===== src/hdl/rv_core_settings.svh =====
// build-time constants of rv_core, included by the stages that need them
`ifndef RV_CORE_SETTINGS_SVH
`define RV_CORE_SETTINGS_SVH

// first fetch address after reset
`define RV_RESET_PC 32'h0000_0000

// data ram size in 32-bit words, power of two
`define RV_DMEM_WORDS 256

`endif


===== src/hdl/rv_core_pkg.sv =====
// shared types for the rv_core pipeline, imported by the core modules and the testbench
`default_nettype none

package rv_core_pkg;

	localparam logic [6:0] OPC_OP     = 7'b0110011; // register alu
	localparam logic [6:0] OPC_OP_IMM = 7'b0010011; // immediate alu
	localparam logic [6:0] OPC_LOAD   = 7'b0000011;
	localparam logic [6:0] OPC_STORE  = 7'b0100011;
	localparam logic [6:0] OPC_BRANCH = 7'b1100011;
	localparam logic [6:0] OPC_JAL    = 7'b1101111;
	localparam logic [6:0] OPC_JALR   = 7'b1100111; // standard encoding, not shared with jal
	localparam logic [6:0] OPC_LUI    = 7'b0110111;
	localparam logic [6:0] OPC_AUIPC  = 7'b0010111;

	typedef struct packed {logic [6:0] funct7; logic [4:0] rs2; logic [4:0] rs1;
		logic [2:0] funct3; logic [4:0] rd; logic [6:0] opcode;} r_fmt_t;
	typedef struct packed {logic [11:0] imm; logic [4:0] rs1;
		logic [2:0] funct3; logic [4:0] rd; logic [6:0] opcode;} i_fmt_t;
	typedef struct packed {logic [6:0] imm_hi; logic [4:0] rs2; logic [4:0] rs1;
		logic [2:0] funct3; logic [4:0] imm_lo; logic [6:0] opcode;} s_fmt_t;
	typedef struct packed {logic imm12; logic [5:0] imm10_5; logic [4:0] rs2; logic [4:0] rs1;
		logic [2:0] funct3; logic [3:0] imm4_1; logic imm11; logic [6:0] opcode;} b_fmt_t;
	typedef struct packed {logic [19:0] imm; logic [4:0] rd; logic [6:0] opcode;} u_fmt_t;
	typedef struct packed {logic imm20; logic [9:0] imm10_1; logic imm11;
		logic [7:0] imm19_12; logic [4:0] rd; logic [6:0] opcode;} j_fmt_t;

	typedef union packed {r_fmt_t r; i_fmt_t i; s_fmt_t s; b_fmt_t b; u_fmt_t u; j_fmt_t j;} instr_u;

	typedef enum logic {OP1_RS1, OP1_PC} op1_sel_e;
	typedef enum logic [1:0] {OP2_RS2, OP2_IMM, OP2_FOUR} op2_sel_e;
	typedef enum logic [2:0] {ALU_ADD, ALU_SUB, ALU_AND, ALU_OR, ALU_XOR, ALU_SLT} alu_op_e;
	typedef enum logic [1:0] {WB_ALU, WB_MEM, WB_PC4} wb_sel_e;

	typedef struct packed {
		op1_sel_e op1_sel;
		op2_sel_e op2_sel;
		alu_op_e  alu_op;
		logic     mem_wr;
		logic     mem_rd;
		logic     reg_wr;
		wb_sel_e  wb_sel;
		logic     is_br;
		logic     br_ne;  // bne when set, beq otherwise
		logic     is_jal;
		logic     is_jalr;
	} ctrl_t;

	// no-op word, everything off
	localparam ctrl_t CTRL_NOP = '{op1_sel: OP1_RS1, op2_sel: OP2_RS2, alu_op: ALU_ADD,
		mem_wr: 1'b0, mem_rd: 1'b0, reg_wr: 1'b0, wb_sel: WB_ALU, is_br: 1'b0,
		br_ne: 1'b0, is_jal: 1'b0, is_jalr: 1'b0};

	typedef struct packed {logic valid; logic [31:0] pc; ctrl_t ctrl; logic [4:0] rs1;
		logic [4:0] rs2; logic [4:0] rd; logic [31:0] rs1_val; logic [31:0] rs2_val;
		logic [31:0] imm;} id_ex_t;

	typedef struct packed {logic valid; logic [31:0] pc; logic [4:0] rd; ctrl_t ctrl;
		logic [31:0] result; logic [31:0] store_data;} ex_wb_t;

	typedef struct packed {logic [31:0] pc; logic [4:0] rd; logic reg_wr;
		logic [31:0] data;} commit_t;

endpackage

`default_nettype wire


===== src/hdl/fetch_stage.sv =====
// fetch stage of rv_core: program counter and the fetch/decode pipeline register
`timescale 1ns/10ps
`default_nettype none
`include "rv_core_settings.svh"

module fetch_stage (
	input  logic                clk,
	input  logic                rst_n,
	input  logic                redirect,     // taken branch or jump in execute
	input  logic [31:0]         redirect_pc,
	output logic [31:0]         fetch_addr,   // to instruction rom
	input  rv_core_pkg::instr_u fetch_instr,  // same-cycle rom data
	output logic                fd_valid,
	output logic [31:0]         fd_pc,
	output rv_core_pkg::instr_u fd_instr
);

	logic [31:0] pc;

	assign fetch_addr = pc;

	// pc and fetch/decode valid
	always_ff @(posedge clk)
	begin
		if (!rst_n)
		begin
			pc <= `RV_RESET_PC;
			fd_valid <= 1'b0;
		end
		else if (redirect)
		begin
			pc <= redirect_pc;  // restart at target
			fd_valid <= 1'b0;   // kill word fetched this cycle
		end
		else
		begin
			pc <= pc + 32'd4;   // sequential
			fd_valid <= 1'b1;
		end
	end

	// fetch/decode payload
	always_ff @(posedge clk)
	begin
		fd_pc <= pc;
		fd_instr <= fetch_instr;
	end

endmodule

`default_nettype wire


===== config.mk =====
export PLATFORM = sky130hd
export DESIGN_NAME = fetch_stage
export DESIGN_NICKNAME = d
export VERILOG_FILES = /design/src/hdl/rv_core_pkg.sv /design/src/hdl/fetch_stage.sv
export VERILOG_INCLUDE_DIRS = /design/src /design/src/hdl
export SDC_FILE = /design/constraint.sdc
export NUM_CORES = 1
export LEC_CHECK = 0
export ABC_AREA = 0
export BUFFER_PORTS_ARGS = -buffer_cell sky130_fd_sc_hd__buf_2
export CORE_MARGIN = 2
export CORE_UTILIZATION = 44
export CTS_CLUSTER_SIZE = 20
export DETAILED_ROUTE_END_ITERATION = 8
export PLACE_DENSITY = 0.78
export SLEW_MARGIN = 20
export SYNTH_ARGS = -nofsm -noshare
export SYNTH_HDL_FRONTEND = slang
export SYNTH_SLANG_ARGS = --single-unit

===== constraint.sdc =====
create_clock -name clk -period 2.2 [get_ports clk]
set_input_delay 0.44 -clock clk [delete_from_list [all_inputs] [get_ports clk]]
set_output_delay 0.44 -clock clk [all_outputs]
set_load 0.01 [all_outputs]

### Word level (Yosys, flattened, before mapping)

Index checks and enable logic that the tools add are counted.

* register bits: 97
* bits of input ports: 67
* output and inout port bits: 97
* word-level logic and storage cells: 7

* add/sub/neg operators: 1
* muxes and demuxes: 2

Operators by type and width (number)
* $add A32 B3 Y32 const B: 1
* $mux W32: 1
* $mux W1: 1

### Longest topological paths before layout

* depth in word-level cells: 2
* depth in mapped cells: 6
* mapped depth without buffers: 5

### Least setup slack after synthesis

OpenSTA, ideal clock, no wires.

* kind: register -> register
* from: register pc[2], in the netlist fetch_addr[2]
* to: register pc[26], in the netlist fetch_addr[26]
* setup time: 74 ps
* arrival: 1991 ps
* data required time: 2126 ps
* path slack: 135 ps
* stages on the path, launching flop included: 7
* path buffers: 1
* clock period less this slack: 2065 ps
* path through: dfxtp_1 > ha_1 > nand4_4 > or3_1 > buf_6 > or4_1 > a31oi_1

* word-level cells in the longest chain between the ends: 2

Ends and longest elaborated chain
* start: declaration: line fetch_stage.sv:18 `logic [31:0] pc;`
* start signal: assignment: line fetch_stage.sv:27 `` pc <= `RV_RESET_PC; ``
* start signal: assignment: line fetch_stage.sv:32 `pc <= redirect_pc;`
* start signal: assignment: line fetch_stage.sv:37 `pc <= pc + 32'd4;`
* $add A32 B3 Y32: line fetch_stage.sv:37
* $mux W32: line fetch_stage.sv:30 `else if (redirect)`

Every way passes these cells.
A chain may end at the register's enable or synchronous reset.

### Worst setup path after layout

* from: register pc[7], in the netlist fetch_addr[7]
* to: register pc[15], in the netlist fetch_addr[15]

Same word-level chain as after synthesis.

==> run metrics <==
final instance area 4350 µm²; synth unique cells 38; most common cell after layout, fill and taps aside buf_2; Worst Path Buf+Inv 0; final hold violations 0; Overflow after GRT 0; residual DRC count 0; via count 2823; Pint 2.92 mW; Die Area 7810 µm²; Synth Instances 289; Yosys reg bits 97; dpl hpwl 6250 µm; CTS tree yes; Setup CP Type reg2reg; Clock Root Buffer clkbuf_8; worst slack, placed 75.0 ps; Placer Congestion 0.823; first-pass GRT wire length 13000 µm; hold path start fetch_instr[17]; clock buffer depth 2; Sequential Power Share 0.514; max_cap viols 0; Syn Std Cell Area 3130 µm²; sequential-to-total area share from yosys stat 0.620; Worst-Skew Late Latency 350 ps; post-route minimum period 2050 ps; fmax 0.488 GHz; CTS H-tree lvls 3; RSZ-0062 raised after global routing no; LEAKAGE 2.03 nW; TNS Setup 0 ps; # IOs 164; Fin Clk Skew 7.53 ps; Main synth FF type dfxtp_1; Worst-path clk slew 90 ps; Post-CTS Setup Inserts 0; kind of cell adding the most delay to the critical path simple AND/OR/NAND/NOR gates; Post-DRT Antenna Nets 0; final core occ 0.637; YS warnings 0; worst setup margin 151 ps; status complete, no violations; fin nets 525; row cnt 30; period utilization 0.931; Worst-Margin Slew 557 ps; slowest CP cell or3_1; Worst setup startpoint fetch_addr[7]; Initial DRC Count 176; VDD IR-drop max 0.418 mV; Largest stage delay, worst path 660 ps; total CTS buffers 9; Core Area 6830 µm²; worst flop-to-flop path startpoint fetch_addr[7]; Syn Nets 357; die width 88.4 µm; worst min-delay path category in2reg; syn avg cell area 10.8 µm²; vias in the first global route 2646; pwr dens 871 nW/µm²; Die H 88.4 µm; DR vias/cell 5.07; diode count 0; commonest non-fill, non-tap cells in the layout 163 x buf_2, 97 x dfxtp_1, 19 x nand2_1, 19 x o21ai_0, 14 x nor4_1; share of layout cells above drive strength 1 0.414; Num Clock Sinks 97; Psw 0.870 mW; drt wl/cell 15.2 µm; Comb pwr share 0.098; post-placement cell area 4090 µm²; Crit Path Max Fanout 16; CP startpoint kind register; DRT Pass-1 Iters 4; largest net degree at the start of global routing 36; number of synthesized flops with an enable pin 0; Final Max Tran Viols 0; normalized max-slew margin 0.625; Setup crit end kind register; initial antenna violation count 0; Fillers 582; CP Data Required Time 2470 ps; crit-path cells nand3_1 -> or3_1 -> or4_1 -> a31oi_1; P&R area growth vs syn 39.0%; crit path DAT 2320 ps; switching fraction of total power 0.229; Clk pwr share 0.388; setup violators final 0; Starting Density 0.458; Routed WL 8450 µm; PortBufs 163; asr flop ratio synth 0; gr usage total 0.219
-- worst register-to-register path, stage by stage (launching register included) --
cell,delay (ps)
dfxtp_1,400
nand3_1,190
or3_1,660
or4_1,540
a31oi_1,180
-- registers in the layout, summed over array words and instances, names as in the netlist --
register / count
fd_pc: 32
fd_instr: 32
fd_valid: 1
fetch_addr: 32
-- layer usage --
layer	wire, µm	vias to the layer above	global-route usage
li1	-	1387	-
met1	3370	1278	0.272
met2	4150	148	0.357
met3	798	10	0.0709
met4	124	0	0.0840
met5	0	-	0
-- path summary, 6_finish.rpt --
kind / to / slack, ps / cells past startpoint
max: fetch_addr[15] / 150 / 4
min: fd_instr[17] / 180 / 1
max reg2reg: fetch_addr[15] / 150 / 4
min reg2reg: fd_pc[0] / 370 / 0
-- metrics by stage --
step                power [mW]  cells  hold WS [ps]
finish                    3.79    557           183
global route              3.97    557           145
CTS                       3.83    557           163
detailed placement        2.37    542           360
global placement          2.36    542           354
floorplan                 2.14    289           393
-- layout make-up --
class,instances,area [µm²],area share
multi-input combinational,172,1110,0.255
timing repair buffer,173,903,0.208
tap,96,120,0.0276
clock buffer,9,124,0.0285
sequential,97,1940,0.446
clock inverter,6,138,0.0316
inverter,4,15.0,0.00345
-- synthesized netlist by cell type (2+ instances only) --
cell type / count / area, µm²
nand4_1: 8 / 50.1
nor4_1: 14 / 87.6
or3_1: 2 / 12.5
nor3_1: 9 / 45.0
o311a_1: 3 / 30.0
nor3b_1: 2 / 15.0
or4_1: 5 / 37.5
clkbuf_1: 14 / 52.6
inv_1: 4 / 15.0
a31oi_1: 6 / 37.5
nor2_1: 8 / 30.0
o31ai_1: 6 / 45.0
xnor2_1: 7 / 61.3
and4_1: 3 / 26.3
nor2b_1: 7 / 43.8
xor2_1: 4 / 35.0
o31a_1: 3 / 26.3
o211a_1: 6 / 60.1
nand2b_1: 5 / 31.3
nand2_1: 19 / 71.3
and2_1: 3 / 18.8
dfxtp_1: 97 / 1940
o21ai_0: 19 / 95.1
nand3_1: 9 / 45.0
a211oi_1: 3 / 22.5
a21oi_1: 6 / 30.0
o41a_1: 2 / 22.5
and3_1: 3 / 18.8
mux2i_1: 3 / 30.0
-- kinds of logic (layout without fill, tap and decap cells) --
kind of cell	Yosys count	after routing	synth area share
muxes	3	3	0.00959
AOI/OAI and AO/OA	58	58	0.129
xor gates and xnor gates	11	11	0.0308
adders and majority gates	1	1	0.00400
buffers and inverters	20	192	0.0268
and+or+nand+nor	99	99	0.179
DFF	97	97	0.620
-- power by group through the flow --
stage	Combinational (mW)	Sequential (mW)	Clock, mW
finish	0.373	1.95	1.47
global route	0.413	1.97	1.59
CTS	0.379	1.95	1.50
detailed placement	0.378	1.99	0
global placement	0.372	1.98	0
floorplan	0.105	2.04	0
-- timing repair --
action                     4_1_cts  5_1_grt
setup endpoints to repair        0        3
hold buffers                     0        0
gates resized for setup          0        1
Note: power is estimated with default switching activity, not from simulation.
