[src/hdl/rv_core_settings.svh]
// build-time constants of rv_core, included by the stages that need them
`ifndef RV_CORE_SETTINGS_SVH
`define RV_CORE_SETTINGS_SVH

// first fetch address after reset
`define RV_RESET_PC 32'h0000_0000

// data ram size in 32-bit words, power of two
`define RV_DMEM_WORDS 256

`endif

[src/hdl/rv_core_pkg.sv]
// shared types for the rv_core pipeline, imported by the core modules and the testbench
`default_nettype none

package rv_core_pkg;

	localparam logic [6:0] OPC_OP     = 7'b0110011; // register alu
	localparam logic [6:0] OPC_OP_IMM = 7'b0010011; // immediate alu
	localparam logic [6:0] OPC_LOAD   = 7'b0000011;
	localparam logic [6:0] OPC_STORE  = 7'b0100011;
	localparam logic [6:0] OPC_BRANCH = 7'b1100011;
	localparam logic [6:0] OPC_JAL    = 7'b1101111;
	localparam logic [6:0] OPC_JALR   = 7'b1100111; // standard encoding, not shared with jal
	localparam logic [6:0] OPC_LUI    = 7'b0110111;
	localparam logic [6:0] OPC_AUIPC  = 7'b0010111;

	typedef struct packed {logic [6:0] funct7; logic [4:0] rs2; logic [4:0] rs1;
		logic [2:0] funct3; logic [4:0] rd; logic [6:0] opcode;} r_fmt_t;
	typedef struct packed {logic [11:0] imm; logic [4:0] rs1;
		logic [2:0] funct3; logic [4:0] rd; logic [6:0] opcode;} i_fmt_t;
	typedef struct packed {logic [6:0] imm_hi; logic [4:0] rs2; logic [4:0] rs1;
		logic [2:0] funct3; logic [4:0] imm_lo; logic [6:0] opcode;} s_fmt_t;
	typedef struct packed {logic imm12; logic [5:0] imm10_5; logic [4:0] rs2; logic [4:0] rs1;
		logic [2:0] funct3; logic [3:0] imm4_1; logic imm11; logic [6:0] opcode;} b_fmt_t;
	typedef struct packed {logic [19:0] imm; logic [4:0] rd; logic [6:0] opcode;} u_fmt_t;
	typedef struct packed {logic imm20; logic [9:0] imm10_1; logic imm11;
		logic [7:0] imm19_12; logic [4:0] rd; logic [6:0] opcode;} j_fmt_t;

	typedef union packed {r_fmt_t r; i_fmt_t i; s_fmt_t s; b_fmt_t b; u_fmt_t u; j_fmt_t j;} instr_u;

	typedef enum logic {OP1_RS1, OP1_PC} op1_sel_e;
	typedef enum logic [1:0] {OP2_RS2, OP2_IMM, OP2_FOUR} op2_sel_e;
	typedef enum logic [2:0] {ALU_ADD, ALU_SUB, ALU_AND, ALU_OR, ALU_XOR, ALU_SLT} alu_op_e;
	typedef enum logic [1:0] {WB_ALU, WB_MEM, WB_PC4} wb_sel_e;

	typedef struct packed {
		op1_sel_e op1_sel;
		op2_sel_e op2_sel;
		alu_op_e  alu_op;
		logic     mem_wr;
		logic     mem_rd;
		logic     reg_wr;
		wb_sel_e  wb_sel;
		logic     is_br;
		logic     br_ne;  // bne when set, beq otherwise
		logic     is_jal;
		logic     is_jalr;
	} ctrl_t;

	// no-op word, everything off
	localparam ctrl_t CTRL_NOP = '{op1_sel: OP1_RS1, op2_sel: OP2_RS2, alu_op: ALU_ADD,
		mem_wr: 1'b0, mem_rd: 1'b0, reg_wr: 1'b0, wb_sel: WB_ALU, is_br: 1'b0,
		br_ne: 1'b0, is_jal: 1'b0, is_jalr: 1'b0};

	typedef struct packed {logic valid; logic [31:0] pc; ctrl_t ctrl; logic [4:0] rs1;
		logic [4:0] rs2; logic [4:0] rd; logic [31:0] rs1_val; logic [31:0] rs2_val;
		logic [31:0] imm;} id_ex_t;

	typedef struct packed {logic valid; logic [31:0] pc; logic [4:0] rd; ctrl_t ctrl;
		logic [31:0] result; logic [31:0] store_data;} ex_wb_t;

	typedef struct packed {logic [31:0] pc; logic [4:0] rd; logic reg_wr;
		logic [31:0] data;} commit_t;

endpackage

`default_nettype wire

[src/hdl/decoder.sv]
// decode control block of rv_core: turns one instruction word into control bits and immediate
`timescale 1ns/10ps
`default_nettype none

module decoder (
	input  rv_core_pkg::instr_u instr,
	output rv_core_pkg::ctrl_t  ctrl,
	output logic [31:0]         imm
);

	import rv_core_pkg::*;

	logic [6:0] opcode;
	logic [2:0] funct3;
	logic [6:0] funct7;
	alu_op_e    alu_f3;    // alu op implied by funct3
	logic       f3_known;  // funct3 is one of the kept alu ops
	logic       r_ok;      // funct7 legal for register form

	assign opcode = instr.r.opcode;
	assign funct3 = instr.r.funct3;
	assign funct7 = instr.r.funct7;

	// funct3 map shared by register and immediate forms
	always_comb
	begin
		f3_known = 1'b1;
		case (funct3)
			3'b000: alu_f3 = ALU_ADD;
			3'b010: alu_f3 = ALU_SLT;
			3'b100: alu_f3 = ALU_XOR;
			3'b110: alu_f3 = ALU_OR;
			3'b111: alu_f3 = ALU_AND;
			default:
			begin
				alu_f3 = ALU_ADD;  // shifts, sltu
				f3_known = 1'b0;
			end
		endcase
	end

	// only sub may set funct7 bit 5; mul and friends drop out
	assign r_ok = (funct7 == 7'b0000000) || (funct7 == 7'b0100000 && funct3 == 3'b000);

	always_comb
	begin
		ctrl = CTRL_NOP;  // unknown opcode, commits nothing
		imm = 32'd0;
		case (opcode)
			OPC_OP:
			begin
				ctrl.alu_op = (funct3 == 3'b000 && funct7[5]) ? ALU_SUB : alu_f3;
				ctrl.reg_wr = f3_known && r_ok;
			end
			OPC_OP_IMM:
			begin
				ctrl.op2_sel = OP2_IMM;
				ctrl.alu_op = alu_f3;
				ctrl.reg_wr = f3_known;
				imm = {{20{instr.i.imm[11]}}, instr.i.imm};
			end
			OPC_LOAD:  // lw only
			begin
				ctrl.op2_sel = OP2_IMM;      // address = rs1 + imm
				ctrl.mem_rd = (funct3 == 3'b010);
				ctrl.reg_wr = (funct3 == 3'b010);
				ctrl.wb_sel = WB_MEM;
				imm = {{20{instr.i.imm[11]}}, instr.i.imm};
			end
			OPC_STORE:  // sw only
			begin
				ctrl.op2_sel = OP2_IMM;
				ctrl.mem_wr = (funct3 == 3'b010);
				imm = {{20{instr.s.imm_hi[6]}}, instr.s.imm_hi, instr.s.imm_lo};
			end
			OPC_BRANCH:  // beq, bne
			begin
				ctrl.is_br = (funct3[2:1] == 2'b00);
				ctrl.br_ne = funct3[0];
				imm = {{19{instr.b.imm12}}, instr.b.imm12, instr.b.imm11,
					instr.b.imm10_5, instr.b.imm4_1, 1'b0};
			end
			OPC_JAL:
			begin
				ctrl.op1_sel = OP1_PC;
				ctrl.op2_sel = OP2_FOUR;     // link = pc + 4 through alu
				ctrl.reg_wr = 1'b1;
				ctrl.is_jal = 1'b1;
				imm = {{11{instr.j.imm20}}, instr.j.imm20, instr.j.imm19_12,
					instr.j.imm11, instr.j.imm10_1, 1'b0};
			end
			OPC_JALR:
			begin
				ctrl.op2_sel = OP2_IMM;      // alu forms the target
				ctrl.reg_wr = (funct3 == 3'b000);
				ctrl.is_jalr = (funct3 == 3'b000);
				ctrl.wb_sel = WB_PC4;
				imm = {{20{instr.i.imm[11]}}, instr.i.imm};
			end
			OPC_LUI:
			begin
				ctrl.op2_sel = OP2_IMM;      // rs1 forced to x0 upstream
				ctrl.reg_wr = 1'b1;
				imm = {instr.u.imm, 12'd0};
			end
			OPC_AUIPC:
			begin
				ctrl.op1_sel = OP1_PC;
				ctrl.op2_sel = OP2_IMM;
				ctrl.reg_wr = 1'b1;
				imm = {instr.u.imm, 12'd0};
			end
			default:
			begin
				ctrl = CTRL_NOP;
			end
		endcase
	end

endmodule

`default_nettype wire

[config.mk]
export PLATFORM = sky130hd
export DESIGN_NAME = decoder
export DESIGN_NICKNAME = d
export VERILOG_FILES = /design/src/hdl/rv_core_settings.svh /design/src/hdl/rv_core_pkg.sv /design/src/hdl/decoder.sv
export SDC_FILE = /design/constraint.sdc
export NUM_CORES = 1
export LEC_CHECK = 0
export ABC_AREA = 1
export BUFFER_PORTS_ARGS = -buffer_cell sky130_fd_sc_hd__buf_2
export CORE_UTILIZATION = 37
export DETAILED_ROUTE_END_ITERATION = 10
export PLACE_DENSITY = 0.86
export SLEW_MARGIN = 30
export SYNTH_ARGS = -nofsm -noshare
export SYNTH_HDL_FRONTEND = slang
export SYNTH_SLANG_ARGS = --single-unit
[constraint.sdc]
create_clock -name vclk -period 1.4
set_input_delay 0.28 -clock vclk [all_inputs]
set_output_delay 0.28 -clock vclk [all_outputs]
set_load 0.01 [all_outputs]
# Word level (Yosys, flattened, before mapping)
# Cells that the tools add are included.
# word_totals
wordCells,41
reg_bits,0
input_bits,32
output_inout_bits,47
# classes
muxes,14
n_eq_ne,14
reduce_logical,13
# ops
operator,n
$pmux W32 S5,1
$eq A7 B6 Y1 const B,4
$eq A7 B7 Y1 const B,3
$eq A7 B5 Y1 const B,2
$pmux W3 S4,1
$eq A3 B3 Y1 const B,3
$pmux W2 S2,2
$eq A7 B2 Y1 const B,1
$logic_not A7 Y1,1
$mux W1,6
$pmux W3 S2,1
$reduce_or A3 Y1,2
$reduce_or A6 Y1,1
$pmux W1 S5,1
$reduce_or A5 Y1,1
$reduce_or A2 Y1,2
$eq A3 B2 Y1 const B,1
$logic_and A1 B1 Y1,3
$logic_not A3 Y1,1
$mux W3,1
$logic_not A2 Y1,1
$mux W2,1
$logic_or A1 B1 Y1,1

# Depth between registers and ports, before layout
# logic_depth
word_depth,5
mapped_depth,9
ltp_nobuf,9

# Worst setup path after synthesis
# OpenSTA, ideal clock, no wires.
# synth_timing
kind,input -> output
startpoint,in instr[1] in the netlist's numbering
endpoint,out ctrl[8] in the netlist's numbering
n_path_buf,0
arrival_ns,1.145
path_stages,6
required_time_ns,1.120
setup_slack_ns,-0.025
path_cell_list,nand2_1 -> nor2_4 -> nand2_1 -> inv_2 -> nand2_1 -> nor3_1
# synth_lines
item,line,text
start: declaration,decoder.sv:6,"input rv_core_pkg::instr_u instr,"
end: declaration,decoder.sv:7,"output rv_core_pkg::ctrl_t ctrl,"

# Worst setup path after layout
# layout_timing
startpoint,in instr[3] in the netlist's numbering
endpoint,out imm[22]
# layout_between
elab_chain_cells,3
word_cells_on_any_way,11
classes_between,8 x eq/ne; 1 x mux; 2 x reduce/logical
# layout_rtl
item,line,text
$eq A7 B7 Y1 (tied with other cells),decoder.sv:49,case (opcode)
$reduce_or A3 Y1 (no line) or $reduce_or A2 Y1 (tied branches),-,
$pmux W32 S5 (*),decoder.sv:49,
end: declaration,decoder.sv:8,output logic [31:0] imm
# Every way passes the cells marked *; elsewhere a longest branch is shown, timed or not.

==> metrics.md <==
| Metric | Value |
|---|---|
| Max Clk Rate | 0.589 GHz |
| Hold Crit Class | in -> out |
| Clock tree buffer count of the final layout | 0 |
| Largest family of logic cells by synthesized area | simple AND/OR/NAND/NOR gates |
| Commonest cells after routing, fill and taps aside | buf_2, nand2_1, buf_4 |
| Mux cell area share after synthesis | 0% |
| YS warnings | 0 |
| DRC Markers | 0 |
| Max Cap Viol | 0 |
| Max-slew headroom | 80.3% |
| Num sequential | 0 |
| # setup viols final | 44 |
| P_leak | 1.22 nW |
| Syn Nets | 188 |
| Status | finished, violations left |
| CP max-delay cell | nand3_4 |
| Die height | 46.2 µm |
| Post-synthesis adder-cell area fraction | 0% |
| Nature of the critical path endpoint | primary output |
| Initial core utilization | 40.5% |
| Largest net degree at the start of global routing | 13 |
| Layout cell share with drive strength beyond 1 | between 50 and 60% |
| Worst setup margin | -0.297 ns |
| Crit Path Class | in -> out |
| Row cnt | 15 |
| Core box area | 0.00178 mm² |
| Register area | 0 µm² |
| Wire per inst | 16.4 µm |
| Unique cell type count in the Yosys netlist | 19 |
| Hold wc startpoint | instr[17] |
| Synth Area in Simple Gates | 78.2% |
| Starting DRT DRC Count | 86 |
| Max IR drop VDD | 0.000169 V |
| Design Power | between 0.2 and 0.3 mW |
| DP Wirelength | 2230 µm |
| CP cell instances | buf_8 > inv_6 > nand2_4 > nor2_4 > nand2_2 > nand3_4 > nand2_4 > nand3_1 > buf_2 |
| Largest stage delay, worst path | approximately 0.21 ns |
| Syn Std Cell Area | 722 µm² |
| Top-level port count | 79 |
| Fill count | 61 |
| Post-route ant nets | 0 |
| Area of the multi-input gates | 782 µm² |
| P per Cell Area | 178 mW/mm² |
| Number of global-route vias before repair | 1194 |
| RD Place Congestion | around 0.8 |
| Initial antenna violation count | 0 |
| Die area | 0.00213 mm² |
| Critical path buffer and inverter count | 3 |
| Area grow syn2layout | 132% |
| Commonest non-fill, non-tap cell in the layout | buf_2 |
| Setup crit start | instr[3] |
| WP data required | 1.12 ns |
| Max Slew Vio Count | 0 |
| Hold path depth | 4 |
| Syn Area/Cell | 4.63 µm² |
| Final wirelength | ~4700 µm |
| CP max FO | 6 |
| Period minus WS final | around 1.7 ns |
| Vias | 1589 |
| Crit path DAT | between 1 and 1.5 ns |
| Worst slew pin tran | 0.295 ns |
| NumNets Final | 295 |
| Crit-path most repeated cell | nand2_4 |
| Worst setup SP type | input port |
| Final worst-path cycle share | 121% |
| Number of port buffers | 79 |
| Via-per-instance ratio | approximately 5.6 |
| Cell family with most CP delay | simple AND/OR/NAND/NOR gates |
| Place WS | -0.315 ns |
| Hold Fails Final Rpt | 0 |
| Critical Path Stages | 9 |
| Diodes inserted | 0 |
| Synth Area in Compound Gates | under 10% |
| Global-route total usage across every layer | 30.0% |
| Failing checks | negative setup slack |
| Die X | between 40 and 50 µm |
| Synth Instances | 156 |
| First-pass GRT wire length | between 4000 and 5000 µm |
| RSZ-0062 raised after global routing | yes |
| Detailed Routing Iterations Pass 1 | 5 |
| XOR/XNOR Fraction of Synth Area | 0% |
| Global route overflow | 0 |
| Post-synthesis sequential area ratio | 0% |
-- where the power goes --
| group | switching [mW] | total, mW | internal [mW] |
|---|---|---|---|
| sequential | 0 | 0 | 0 |
| clock | 0 | 0 | 0 |
| combinational | 0.162 | 0.298 | 0.136 |
| total | 0.162 | 0.298 | 0.136 |
-- cell usage after synthesis (all sizes together) --
cell type  instances  area [µm²]
buf                4        32.5
a21oi              2        10.0
nand2             75         302
nand3             21         123
nor2              22         111
o21ai              2        21.3
nor3               2        10.0
inv               25        93.8
nand4              3        18.8
-- routing by layer --
layer	vias up	wire, µm	track usage, %	part of all wire (%)
li1	689	-	-	-
met1	683	1610	32.0	34
met2	171	2190	62.3	47
met3	46	515	2.75	11
met4	0	373	4.71	8.0
met5	-	0	0	0
-- path summary, 6_finish.rpt --
check	end	slack [ns]
worst min-delay path	imm[17]	0.85
worst max-delay path	imm[22]	-0.30
-- cell families (layout without fill, tap and decap cells) --
group                  Yosys count  in the layout
buffers and inverters           29            133
and+or+nand+nor                123            124
AOI/OAI and AO/OA                4              4
-- per-stage QoR --
step                      hold WS, ns  cell area (µm²)  TNS (ns)  util (%)  cells
after floorplan                 0.593              727         0         -    156
after global placement          0.836             1290     -7.53      72.6    279
after detailed placement        0.840             1290     -9.58      72.6    279
after CTS                       0.835             1530     -5.51      85.8    284
after global routing            0.884             1670    -10.33      93.8    286
final                           0.852             1670     -8.36      93.8    286
-- worst min-delay path: stages --
cell	delay [ns]
buf_2	0.08
nand2_1	0.05
nand2_1	0.05
buf_2	0.12
-- repair_timing --
action                     CTS  global route
buffers inserted             4             2
gates resized for setup     50            31
gates cloned                 1             0
hold buffers                 0             0
pin swaps                   13            17
setup endpoints to repair   44            45
-- final cells by class --
cell class / instances / area share [%]
multi-input cells: 128 / 46.7
inverters: 25 / 6.96
repair buffers: 108 / 44.4
well taps: 25 / 1.87
Power figures use the tool's default switching activity.
