### config.mk
export PLATFORM = sky130hd
export DESIGN_NAME = execute_stage
export DESIGN_NICKNAME = d
export VERILOG_FILES = /design/src/hdl/rv_core_settings.svh /design/src/hdl/rv_core_pkg.sv /design/src/hdl/execute_stage.sv
export SDC_FILE = /design/constraint.sdc
export NUM_CORES = 1
export LEC_CHECK = 0
export BUFFER_PORTS_ARGS = -buffer_cell sky130_fd_sc_hd__buf_2
export CAP_MARGIN = 20
export CORE_AREA = 4 4 178 180
export DETAILED_ROUTE_END_ITERATION = 6
export DIE_AREA = 0 0 182 184
export GPL_ROUTABILITY_DRIVEN = 1
export PLACE_DENSITY = 0.74
export SYNTH_ARGS = -nofsm -noshare
export SYNTH_HDL_FRONTEND = slang
export SYNTH_SLANG_ARGS = --single-unit
### constraint.sdc
create_clock -name clk -period 8.5 [get_ports clk]
set_input_delay 1.7 -clock clk [delete_from_list [all_inputs] [get_ports clk]]
set_output_delay 1.7 -clock clk [all_outputs]
set_load 0.01 [all_outputs]
### src/hdl/rv_core_settings.svh
// build-time constants of rv_core, included by the stages that need them
`ifndef RV_CORE_SETTINGS_SVH
`define RV_CORE_SETTINGS_SVH

// first fetch address after reset
`define RV_RESET_PC 32'h0000_0000

// data ram size in 32-bit words, power of two
`define RV_DMEM_WORDS 256

`endif

### src/hdl/rv_core_pkg.sv
// shared types for the rv_core pipeline, imported by the core modules and the testbench
`default_nettype none

package rv_core_pkg;

	localparam logic [6:0] OPC_OP     = 7'b0110011; // register alu
	localparam logic [6:0] OPC_OP_IMM = 7'b0010011; // immediate alu
	localparam logic [6:0] OPC_LOAD   = 7'b0000011;
	localparam logic [6:0] OPC_STORE  = 7'b0100011;
	localparam logic [6:0] OPC_BRANCH = 7'b1100011;
	localparam logic [6:0] OPC_JAL    = 7'b1101111;
	localparam logic [6:0] OPC_JALR   = 7'b1100111; // standard encoding, not shared with jal
	localparam logic [6:0] OPC_LUI    = 7'b0110111;
	localparam logic [6:0] OPC_AUIPC  = 7'b0010111;

	typedef struct packed {logic [6:0] funct7; logic [4:0] rs2; logic [4:0] rs1;
		logic [2:0] funct3; logic [4:0] rd; logic [6:0] opcode;} r_fmt_t;
	typedef struct packed {logic [11:0] imm; logic [4:0] rs1;
		logic [2:0] funct3; logic [4:0] rd; logic [6:0] opcode;} i_fmt_t;
	typedef struct packed {logic [6:0] imm_hi; logic [4:0] rs2; logic [4:0] rs1;
		logic [2:0] funct3; logic [4:0] imm_lo; logic [6:0] opcode;} s_fmt_t;
	typedef struct packed {logic imm12; logic [5:0] imm10_5; logic [4:0] rs2; logic [4:0] rs1;
		logic [2:0] funct3; logic [3:0] imm4_1; logic imm11; logic [6:0] opcode;} b_fmt_t;
	typedef struct packed {logic [19:0] imm; logic [4:0] rd; logic [6:0] opcode;} u_fmt_t;
	typedef struct packed {logic imm20; logic [9:0] imm10_1; logic imm11;
		logic [7:0] imm19_12; logic [4:0] rd; logic [6:0] opcode;} j_fmt_t;

	typedef union packed {r_fmt_t r; i_fmt_t i; s_fmt_t s; b_fmt_t b; u_fmt_t u; j_fmt_t j;} instr_u;

	typedef enum logic {OP1_RS1, OP1_PC} op1_sel_e;
	typedef enum logic [1:0] {OP2_RS2, OP2_IMM, OP2_FOUR} op2_sel_e;
	typedef enum logic [2:0] {ALU_ADD, ALU_SUB, ALU_AND, ALU_OR, ALU_XOR, ALU_SLT} alu_op_e;
	typedef enum logic [1:0] {WB_ALU, WB_MEM, WB_PC4} wb_sel_e;

	typedef struct packed {
		op1_sel_e op1_sel;
		op2_sel_e op2_sel;
		alu_op_e  alu_op;
		logic     mem_wr;
		logic     mem_rd;
		logic     reg_wr;
		wb_sel_e  wb_sel;
		logic     is_br;
		logic     br_ne;  // bne when set, beq otherwise
		logic     is_jal;
		logic     is_jalr;
	} ctrl_t;

	// no-op word, everything off
	localparam ctrl_t CTRL_NOP = '{op1_sel: OP1_RS1, op2_sel: OP2_RS2, alu_op: ALU_ADD,
		mem_wr: 1'b0, mem_rd: 1'b0, reg_wr: 1'b0, wb_sel: WB_ALU, is_br: 1'b0,
		br_ne: 1'b0, is_jal: 1'b0, is_jalr: 1'b0};

	typedef struct packed {logic valid; logic [31:0] pc; ctrl_t ctrl; logic [4:0] rs1;
		logic [4:0] rs2; logic [4:0] rd; logic [31:0] rs1_val; logic [31:0] rs2_val;
		logic [31:0] imm;} id_ex_t;

	typedef struct packed {logic valid; logic [31:0] pc; logic [4:0] rd; ctrl_t ctrl;
		logic [31:0] result; logic [31:0] store_data;} ex_wb_t;

	typedef struct packed {logic [31:0] pc; logic [4:0] rd; logic reg_wr;
		logic [31:0] data;} commit_t;

endpackage

`default_nettype wire

### src/hdl/execute_stage.sv
// execute stage of rv_core: forwarding, alu, branch resolve and the execute/writeback register
`timescale 1ns/10ps
`default_nettype none

module execute_stage (
	input  logic                clk,
	input  logic                rst_n,
	input  rv_core_pkg::id_ex_t de,
	input  logic                wb_fwd_we,    // already excludes x0
	input  logic [4:0]          wb_fwd_rd,
	input  logic [31:0]         wb_fwd_data,
	output logic                redirect,
	output logic [31:0]         redirect_pc,
	output rv_core_pkg::ex_wb_t ew_next,      // value captured at the next edge
	output rv_core_pkg::ex_wb_t ew
);

	import rv_core_pkg::*;

	logic [31:0] rs1_fwd;
	logic [31:0] rs2_fwd;
	logic [31:0] op1;
	logic [31:0] op2;
	logic [31:0] alu_res;
	logic [31:0] br_target;
	logic        taken;

	// writeback result overrides the stale register read
	function automatic logic [31:0] fwd(input logic [4:0] idx, input logic [31:0] rf_val,
		input logic we, input logic [4:0] wr_idx, input logic [31:0] wr_data);
		if (we && wr_idx == idx)
			return wr_data;
		return rf_val;
	endfunction

	assign rs1_fwd = fwd(de.rs1, de.rs1_val, wb_fwd_we, wb_fwd_rd, wb_fwd_data);
	assign rs2_fwd = fwd(de.rs2, de.rs2_val, wb_fwd_we, wb_fwd_rd, wb_fwd_data);

	assign op1 = (de.ctrl.op1_sel == OP1_PC) ? de.pc : rs1_fwd;

	always_comb
	begin
		case (de.ctrl.op2_sel)
			OP2_IMM:  op2 = de.imm;
			OP2_FOUR: op2 = 32'd4;   // jal link
			default:  op2 = rs2_fwd;
		endcase
	end

	always_comb
	begin
		case (de.ctrl.alu_op)
			ALU_SUB: alu_res = op1 - op2;
			ALU_AND: alu_res = op1 & op2;
			ALU_OR:  alu_res = op1 | op2;
			ALU_XOR: alu_res = op1 ^ op2;
			ALU_SLT: alu_res = {31'd0, $signed(op1) < $signed(op2)};
			default: alu_res = op1 + op2;  // add, addresses, auipc
		endcase
	end

	// beq when equal, bne when not
	assign taken = de.ctrl.is_br && ((rs1_fwd == rs2_fwd) != de.ctrl.br_ne);
	assign br_target = de.pc + de.imm;  // branches and jal

	assign redirect = de.valid && (taken || de.ctrl.is_jal || de.ctrl.is_jalr);
	assign redirect_pc = de.ctrl.is_jalr ? {alu_res[31:1], 1'b0} : br_target;

	always_comb
	begin
		ew_next.valid = de.valid;
		ew_next.pc = de.pc;
		ew_next.rd = de.rd;
		ew_next.ctrl = de.ctrl;
		ew_next.result = alu_res;     // also the memory address
		ew_next.store_data = rs2_fwd;
	end

	always_ff @(posedge clk)
	begin
		ew <= ew_next;
		if (!rst_n)
			ew.valid <= 1'b0;
	end

endmodule

`default_nettype wire

Word-level counts from Yosys, hierarchy flattened
Index checks and enable logic that the tools add are counted.
{ "totals": {"regBits": 117, "output_inout_bits": 267} }
{ "op_classes": {"addsub": 3, "n_lt_le_gt_ge": 1, "eq_ne": 11, "n_mux": 10, "bitwise_logic": 3, "n_reduce_logical": 6} }
{ "op_table": {"columns": ["operator", "n"], "rows": [
  ["2-to-1 mux 32 bit", 6],
  ["one-hot mux 32 bit (5 select lines)", 1],
  ["adder 32 bit", 2],
  ["one-hot mux 32 bit (2 select lines)", 1],
  ["AND 32 bit", 1],
  ["== test 32 bit", 1],
  ["less-than comparator 32 bit", 1],
  ["bitwise OR 32 bit", 1],
  ["subtractor 32 bit", 1],
  ["bitwise XOR 32 bit", 1],
  ["== test 5 bit", 2],
  ["== test 3 x 2 -> 1 bit (second input constant)", 2],
  ["== test 3 bit (second input constant)", 2],
  ["logical AND 1 bit", 4],
  ["== test 3 x 1 -> 1 bit (second input constant)", 1],
  ["== test 2 x 1 -> 1 bit (second input constant)", 1],
  ["== test 2 bit (second input constant)", 1],
  ["logical OR 1 bit", 2],
  ["2-to-1 mux 1 bit", 2],
  ["inequality test 1 bit", 1]
]} }

Depth between registers and ports, before layout
Gate-level depths: netlist (run 1).
{ "logic_depth": {"depth_word": 10, "ltp_mapped": 21, "ltp_nobuf": 19} }

Worst setup path before layout (run 1)
OpenSTA, ideal clock, no wires.
{ "synth_path": {"path_type": "in2out", "startpoint": "in de[108] (netlist name)", "endpoint": "out redirect_pc[30]", "arrival_time_ns": 6.098, "required_ns": 6.800, "slack_ns": 0.702, "cell_stages": 21, "n_path_buf": 2, "path_cell_list": "xor2_1 -> nor4_1 -> and3_1 -> clkbuf_1 -> buf_1 -> mux2_2 -> mux2_2 -> inv_1 -> ha_1 -> inv_1 -> fa_1 -> nor2b_1 -> o221ai_1 -> a21oi_1 -> a211oi_2 -> a211oi_2 -> a211oi_2 -> o211ai_1 -> a211o_1 -> o21ai_1 -> mux2_2"} }
{ "synth_lines": {"columns": ["item", "line", "rtl"], "rows": [
  ["from (decl)", "execute_stage.sv:8", "input rv_core_pkg::id_ex_t de,"],
  ["to (decl)", "execute_stage.sv:13", "output logic [31:0] redirect_pc,"]
]} }

Final worst setup path (run 1)
{ "layout_path": {"startpoint": "in wb_fwd_rd[4]", "endpoint": "out redirect_pc[27]"} }
{ "layout_between": {"elab_chain_len": 8, "elab_cells_between_ends": 17, "cone_classes": "2 x add/sub; 2 x eq/ne; 8 x mux; 3 x bitwise; 2 x reduce/logical"} }
{ "layout_rtl": {"columns": ["item", "line", "rtl"], "rows": [
  ["from (decl)", "execute_stage.sv:10", "input logic [4:0] wb_fwd_rd,"],
  ["== test 5 bit", "execute_stage.sv:31", "if (we && wr_idx == idx)"],
  ["logical AND 1 bit", "execute_stage.sv:31", null],
  ["2-to-1 mux 1 bit", "execute_stage.sv:31", null],
  ["2-to-1 mux 32 bit", "execute_stage.sv:33", "return rf_val;"],
  ["one-hot mux 32 bit (2 select lines) / 2-to-1 mux 32 bit (equally long branches)", "execute_stage.sv:43, execute_stage.sv:39", null],
  ["adder 32 bit (tied with other cells)", "execute_stage.sv:58", "default: alu_res = op1 + op2;"],
  ["one-hot mux 32 bit (5 select lines) *", "execute_stage.sv:52", "case (de.ctrl.alu_op)"],
  ["2-to-1 mux 32 bit *", "execute_stage.sv:67", "assign redirect_pc = de.ctrl.is_jalr ? {alu_res[31:1], 1'b0} : br_target;"]
]} }
Mark *: on every way between the ends. The rest lies on a longest branch, timed or not.

==> results of run 1 <==
-- critical path, cell delays in order --
cell and delay, ns:
buf_2 0.14, xor2_1 0.17, nor4_1 0.37, and3_4 0.34, buf_4 0.17, mux2_2 0.38
a22o_1 0.21, ha_1 0.40, buf_4 0.20, inv_1 0.15, a21oi_1 0.09, o31a_1 0.14
o21a_1 0.26, a2111oi_4 0.49, buf_4 0.19, o21ba_2 0.24, o21ai_1 0.13, o221a_2 0.25
o22ai_1 0.30, mux2_2 0.25, buf_2 0.13
-- metal layers --
layer  global-route usage, %  vias up  wire length (um)
met1                    39.5     6517             22500
met2                    56.8      846             27500
met4                    15.2        6              2910
li1                        -     6210                 -
met5                       0        -                26
met3                    8.11      160              5370
-- where the power goes --
group	switching [W]	internal (W)	total, W	leakage [nW]
Clock	0.000280	0.000484	0.000764	0.296
Sequential	0.0000132	0.000610	0.000623	0.987
Combinational	0.000857	0.000556	0.00141	6.15
Total	0.00115	0.00165	0.00280	7.43
-- cell type report --
| cell class | instances | area (sq um) | area share [%] |
|---|---|---|---|
| repair buffers | 533 | 2850 | 18.5 |
| inverters | 127 | 477 | 3.10 |
| multi-input cells | 1128 | 8610 | 55.9 |
| clock inverters | 10 | 145 | 0.942 |
| flip-flops and latches | 117 | 2340 | 15.2 |
| diodes | 1 | 2.50 | 0.0162 |
| well taps | 396 | 495 | 3.22 |
| clock buffers | 21 | 470 | 3.05 |
-- Yosys cell counts (all sizes together) (16+ instances only) --
cell type / instances / area share [%]
nand3: 18 / 0.74
o211ai: 17 / 1.1
xor2: 51 / 3.7
clkbuf: 55 / 1.7
a211oi: 22 / 1.5
nand2: 85 / 2.6
a21o: 24 / 1.5
o31ai: 18 / 1.2
a22o: 31 / 2.2
a21oi: 138 / 5.7
nor2: 93 / 2.9
inv: 124 / 3.8
dfxtp: 117 / 19
mux2: 112 / 10
buf: 78 / 4.3
o22ai: 16 / 0.88
ha: 129 / 13
o21ai: 83 / 3.4
a22oi: 18 / 1.1
xnor2: 47 / 3.4
nand4: 17 / 0.88
-- kinds of logic after synthesis --
| family | count (synthesis) |
|---|---|
| muxes | 114 |
| DFF | 117 |
| adders and majority gates | 132 |
| and+or+nand+nor | 300 |
| buffers and inverters | 260 |
| AOI/OAI and AO/OA | 484 |
| xor gates and xnor gates | 98 |
-- cell usage in the layout (no fill, tap or decap), types with 14 or more instances in the layout --
master,instances
mux2_2,111
nand3_1,18
a22oi_1,17
o22ai_1,15
buf_2,465
nand4_1,17
nor4_1,14
inv_1,122
buf_4,66
a21o_1,24
a21oi_1,136
o31ai_1,17
o211ai_1,17
ha_1,125
nor2_1,91
nand2_1,85
xor2_1,51
a211oi_1,18
o21ai_0,77
clkbuf_16,17
a22o_1,31
o21bai_1,14
xnor2_1,47
dfxtp_1,117
-- final timing paths --
check                    endpoint  slack [ns]  depth (start not counted)
hold / removal             ew[79]        1.36                          1
setup / recovery  redirect_pc[27]         0.1                         21
-- repair_timing --
action,CTS,global route
gates resized for setup,0,12
setup buffers,0,1
setup endpoints to repair,0,18
-- per-stage QoR --
step                      setup TNS, ns  instances  util, %
after global placement                0       2299     48.8
after floorplan                       0       1505        -
after global routing            -0.0934       2333     51.0
after detailed placement              0       2299     48.8
after CTS                             0       2330     50.8
final                                 0       2333     51.0
==> metrics, run 1 <==
vias in the first global route=13.7k; Fillers=3,006; Mean Syn Cell Area=8.04 sq um; Async S/R FF share, synth=0%; largest reg by FF count=ew; Critical Path RT=6.80 ns; CP max FO=8; Die Y=184 um; Arrival @ worst endpoint=6.70 ns; PD cells=182 mW/mm^2; area grow syn2layout=27.3%; biggest registers after layout=ew x117; max-slew violations=0; layout cells sized above 1=37.5%; Primary FF master, synth=dfxtp_1; max reg flops=117; clock buffer depth=2; Setup violations, final=0; TritonCTS clock tree=done; yosys warns=0; DRC errors left=0; Pleak=7.43 nW; Worst-path clk slew=about 0.06 ns; first-pass GRT wire length=84,600 um; CP startpoint kind=input pin; crit path launch=wb_fwd_rd[4]; register bit total from synthesis=roughly 120; largest family of logic cells by synthesized area=compound AO/OA/AOI/OAI gates; initial antenna violation count=5; Starting DRT DRC Count=1,229; largest net degree at the start of global routing=74; transition time of the tightest slew-check pin=between 0.9 and 1 ns; Final Hold Vio Count=0; H-Tree Level Count=4; IO Pins=466; Syn Nets=1,836; Seq/Total Area, Yosys=19.4%; f_max=0.119 GHz; Post-Synth Adder-Cell Area=13.8%; clk sink count=between 100 and 150; DRT antenna net count=0; post-placement setup slack=0.173 ns; Yosys cell types=between 80 and 90; Starting Density=40.1%; status=finished clean; Tcrit/Tclk final=98.9%; EDFF count, synth=0; XOR/XNOR share of the synthesized area=7.09%; hpwl dp=47,600 um; compound-cell area share of the yosys netlist=between 20% and 30%; Hold Crit Class=in -> reg; floorplan row count=between 60 and 70; mapped cell area=0.0121 sq mm; Overall Power=0.00280 W; setup ws final=slightly below 0.1 ns; floorplan core area=0.0302 sq mm; Setup CP Type=in -> out; VDD IR-drop max=approximately 0.00014 V; GP Congestion=0.973; Worst Setup End Kind=output port; DIE AREA=0.0335 sq mm; IO Port Bufs=465; Design Area, Final=0.0154 sq mm; CTS root buf=clkbuf_16; final layout net count=2,255; worst hold slack=roughly 1.4 ns; Overflow after GRT=0; # Max-Cap Violations=0; simple-gate share of the synthesized area=a little under an eighth; final WL=58,300 um; HP Start=de[96]; Slew HR=34.2%; hold buffers post-CTS=0; via count=13.7k; vias per cell=5.89; Final min period=8.40 ns; synthesized netlist cell count=1,505; Post-Place Cell Area=0.0147 sq mm; CTS buffer count=17; DIE WIDTH=182 um; mux cell area share after synthesis=between 10% and 20%; WL/cell=25.0 um; 1st-pass router iterations=6; GR Util All Layers=33.3%
Note: power is estimated with default switching activity, not from simulation.
==> run 2: changes to the inputs <==
--- a/config.mk
+++ b/config.mk
@@ -7,11 +7,11 @@
 export LEC_CHECK = 0
 export BUFFER_PORTS_ARGS = -buffer_cell sky130_fd_sc_hd__buf_2
 export CAP_MARGIN = 20
-export CORE_AREA = 4 4 178 180
+export CORE_AREA = 2 2 181 183
 export DETAILED_ROUTE_END_ITERATION = 6
-export DIE_AREA = 0 0 182 184
+export DIE_AREA = 0 0 183 185
 export GPL_ROUTABILITY_DRIVEN = 1
-export PLACE_DENSITY = 0.74
+export PLACE_DENSITY = 0.73
 export SYNTH_ARGS = -nofsm -noshare
 export SYNTH_HDL_FRONTEND = slang
 export SYNTH_SLANG_ARGS = --single-unit
==> constraint.sdc (replaced) <==
create_clock -name clk -period 7.3 [get_ports clk]
set_input_delay 1.46 -clock clk [delete_from_list [all_inputs] [get_ports clk]]
set_output_delay 1.46 -clock clk [all_outputs]
set_load 0.01 [all_outputs]
==> metrics, run 2 (same netlist as run 1, synthesis figures left out) <==
final WL=62,400 um (+7.0%); worst hold slack=1.12 ns (-0.240 ns); DRT antenna net count=0 (unchanged); Die Y=185 um (+0.54%); Logic pwr share=58.2% (+7.7 points); Setup violations, final=0 (unchanged); most frequent cells in the layout=450 x buf_2, 280 x buf_4, 117 x dfxtp_1; # Max-Cap Violations=0 (unchanged); f_max=approximately 0.14 GHz; max reg flops=117 (unchanged); largest net degree at the start of global routing=75 (+1.4%); Switching Share=41.3% (+0.19 points); VDD IR-drop max=0.000177 V (+24%); Starting Density=37.8% (-2.3 points); Clock power frac=22.4% (-4.9 points); initial antenna violation count=9 (+4); CP max stage cell=mux2_2; TritonCTS clock tree=done; first-pass GRT wire length=87,000 um (+2.9%); Crit path max-delay family=compound AO/OA/AOI/OAI gates; Fillers=2,895 (-3.7%); Design Area, Final=0.0187 sq mm (+22%); final layout net count=2,495 (+11%); Critical Path RT=5.84 ns (-0.96 ns); RSZ-0062 raised after global routing=yes; Pleak=9.01 nW (+21%); WL/cell=24.1 um (-3.6%); vias per cell=5.68 (-3.6%); H-Tree Level Count=4 (unchanged); via count=14.7k (+7.0%); transition time of the tightest slew-check pin=1.11 ns (+0.131 ns); power share of the sequential group=19.4% (-2.8 points); GR Util All Layers=34.7% (+1.5 points); utilization after layout=58.5% (+7.4 points); Non-Filler Instances=2,591 (+11%); Hold Crit Class=in -> reg; status=finished clean; Setup CP Type=in -> out; DRC errors left=0 (unchanged); layout cells sized above 1=50.8% (+13 points); commonest non-fill, non-tap cell in the layout=buf_2; DIE WIDTH=183 um (+0.55%); IO Port Bufs=465 (unchanged); clk sink count=117 (unchanged); Final Hold Vio Count=0 (unchanged); hold buffers post-CTS=0 (unchanged); floorplan row count=66 (+3.1%); GP Congestion=1.02 (+4.8%); max-slew violations=0 (unchanged); dpl cells=2,516 (+9.4%); Tcrit/Tclk final=99.5%; area grow syn2layout=54.8%; floorplan core area=0.0320 sq mm (+6.1%); CP bufs+invs=6 (unchanged); vias in the first global route=14.2k (+4.2%); slowest stage delay, CP=0.34 ns (-0.15 ns); critical path, cell by cell=buf_2 -> xor2_1 -> nor4_1 -> and3_4 -> buf_6 -> buf_4 -> mux2_2 -> a22o_1 -> ha_4 -> buf_4 -> a21oi_2 -> o211ai_1 -> a21oi_2 -> o211ai_1 -> buf_4 -> a31o_4 -> a211o_1 -> a21boi_0 -> mux2i_1 -> o21ai_2 -> mux2_4 -> buf_6; largest reg by FF count=ew; Worst Setup End Kind=output port; IO Pins=466 (unchanged); hpwl dp=49,700 um (+4.5%); biggest registers after layout=ew x117; most used cell, CP=buf_4; Post-Place Cell Area=0.0163 sq mm (+11%); CTS root buf=clkbuf_16; Arrival @ worst endpoint=5.81 ns (-0.89 ns); clock buffer depth=2 (unchanged); Net Sw Power=0.00154 W (+34%); Worst-path clk slew=0.06 ns (about the same); CTS buffer count=17 (unchanged); PD cells=199 mW/mm^2 (+9.6%); CP startpoint kind=input pin; Overflow after GRT=0 (unchanged); DIE AREA=0.0339 sq mm (+1.1%); CP max FO=10 (+2); Starting DRT DRC Count=1,317 (+7.2%); Final min period=roughly 7.3 ns; Slew HR=26.0% (-8.1 points); Int Power=0.00219 W (+33%); 1st-pass router iterations=6 (unchanged)
-- run 2: power groups by stage --
stage / registers, W / logic [W] / clock network [W]
2_1_floorplan: 0.000780 / 0.000937 / 0
3_3_place_gp: 0.000739 / 0.00180 / 0
3_5_place_dp: 0.000739 / 0.00181 / 0
4_1_cts: 0.000726 / 0.00192 / 0.000846
5_1_grt: 0.000731 / 0.00229 / 0.000871
6_report: 0.000726 / 0.00217 / 0.000835
-- run 2: final timing paths --
| path | startpoint | to | slack [ns] | depth (start not counted) |
|---|---|---|---|---|
| hold / removal | de[117] | ew[70] | 1.12 | 1 |
| setup / recovery | wb_fwd_rd[4] | redirect_pc[31] | 0.03 | 22 |
-- run 2: metrics by stage --
step	setup slack [ns]	total power [W]	TNS (ns)
2_1_floorplan	0.0825	0.00172	0
3_3_place_gp	-0.336	0.00254	-3.94
3_5_place_dp	-0.401	0.00255	-4.05
4_1_cts	-0.00974	0.00349	-0.0347
5_1_grt	-0.137	0.00390	-1.34
6_report	0.0338	0.00373	0
-- run 2: what timing repair did --
action,CTS,global route
setup buffers,10,27
pin swaps,25,51
cloned,1,0
gates resized for setup,101,217
endpoints found under the setup margin,33,47
-- run 2: per-layer routing --
metal | global-route usage (%) | vias up | share of wire (%)
li1 | - | 6694 | -
met1 | 40.0 | 6973 | 38
met2 | 59.9 | 847 | 47
met3 | 7.12 | 188 | 8.3
met4 | 20.0 | 2 | 6.3
met5 | 0 | - | 0.021
-- run 2: cell type report --
| class | count | area [sq um] | area share (%) |
|---|---|---|---|
| inverter | 127 | 484 | 2.58 |
| timing repair buffer | 773 | 4890 | 26.1 |
| antenna | 6 | 15.0 | 0.0802 |
| tap | 408 | 510 | 2.73 |
| clock buffer | 19 | 453 | 2.42 |
| sequential | 117 | 2340 | 12.5 |
| clock inverter | 13 | 124 | 0.661 |
| multi-input combinational | 1128 | 9910 | 52.9 |
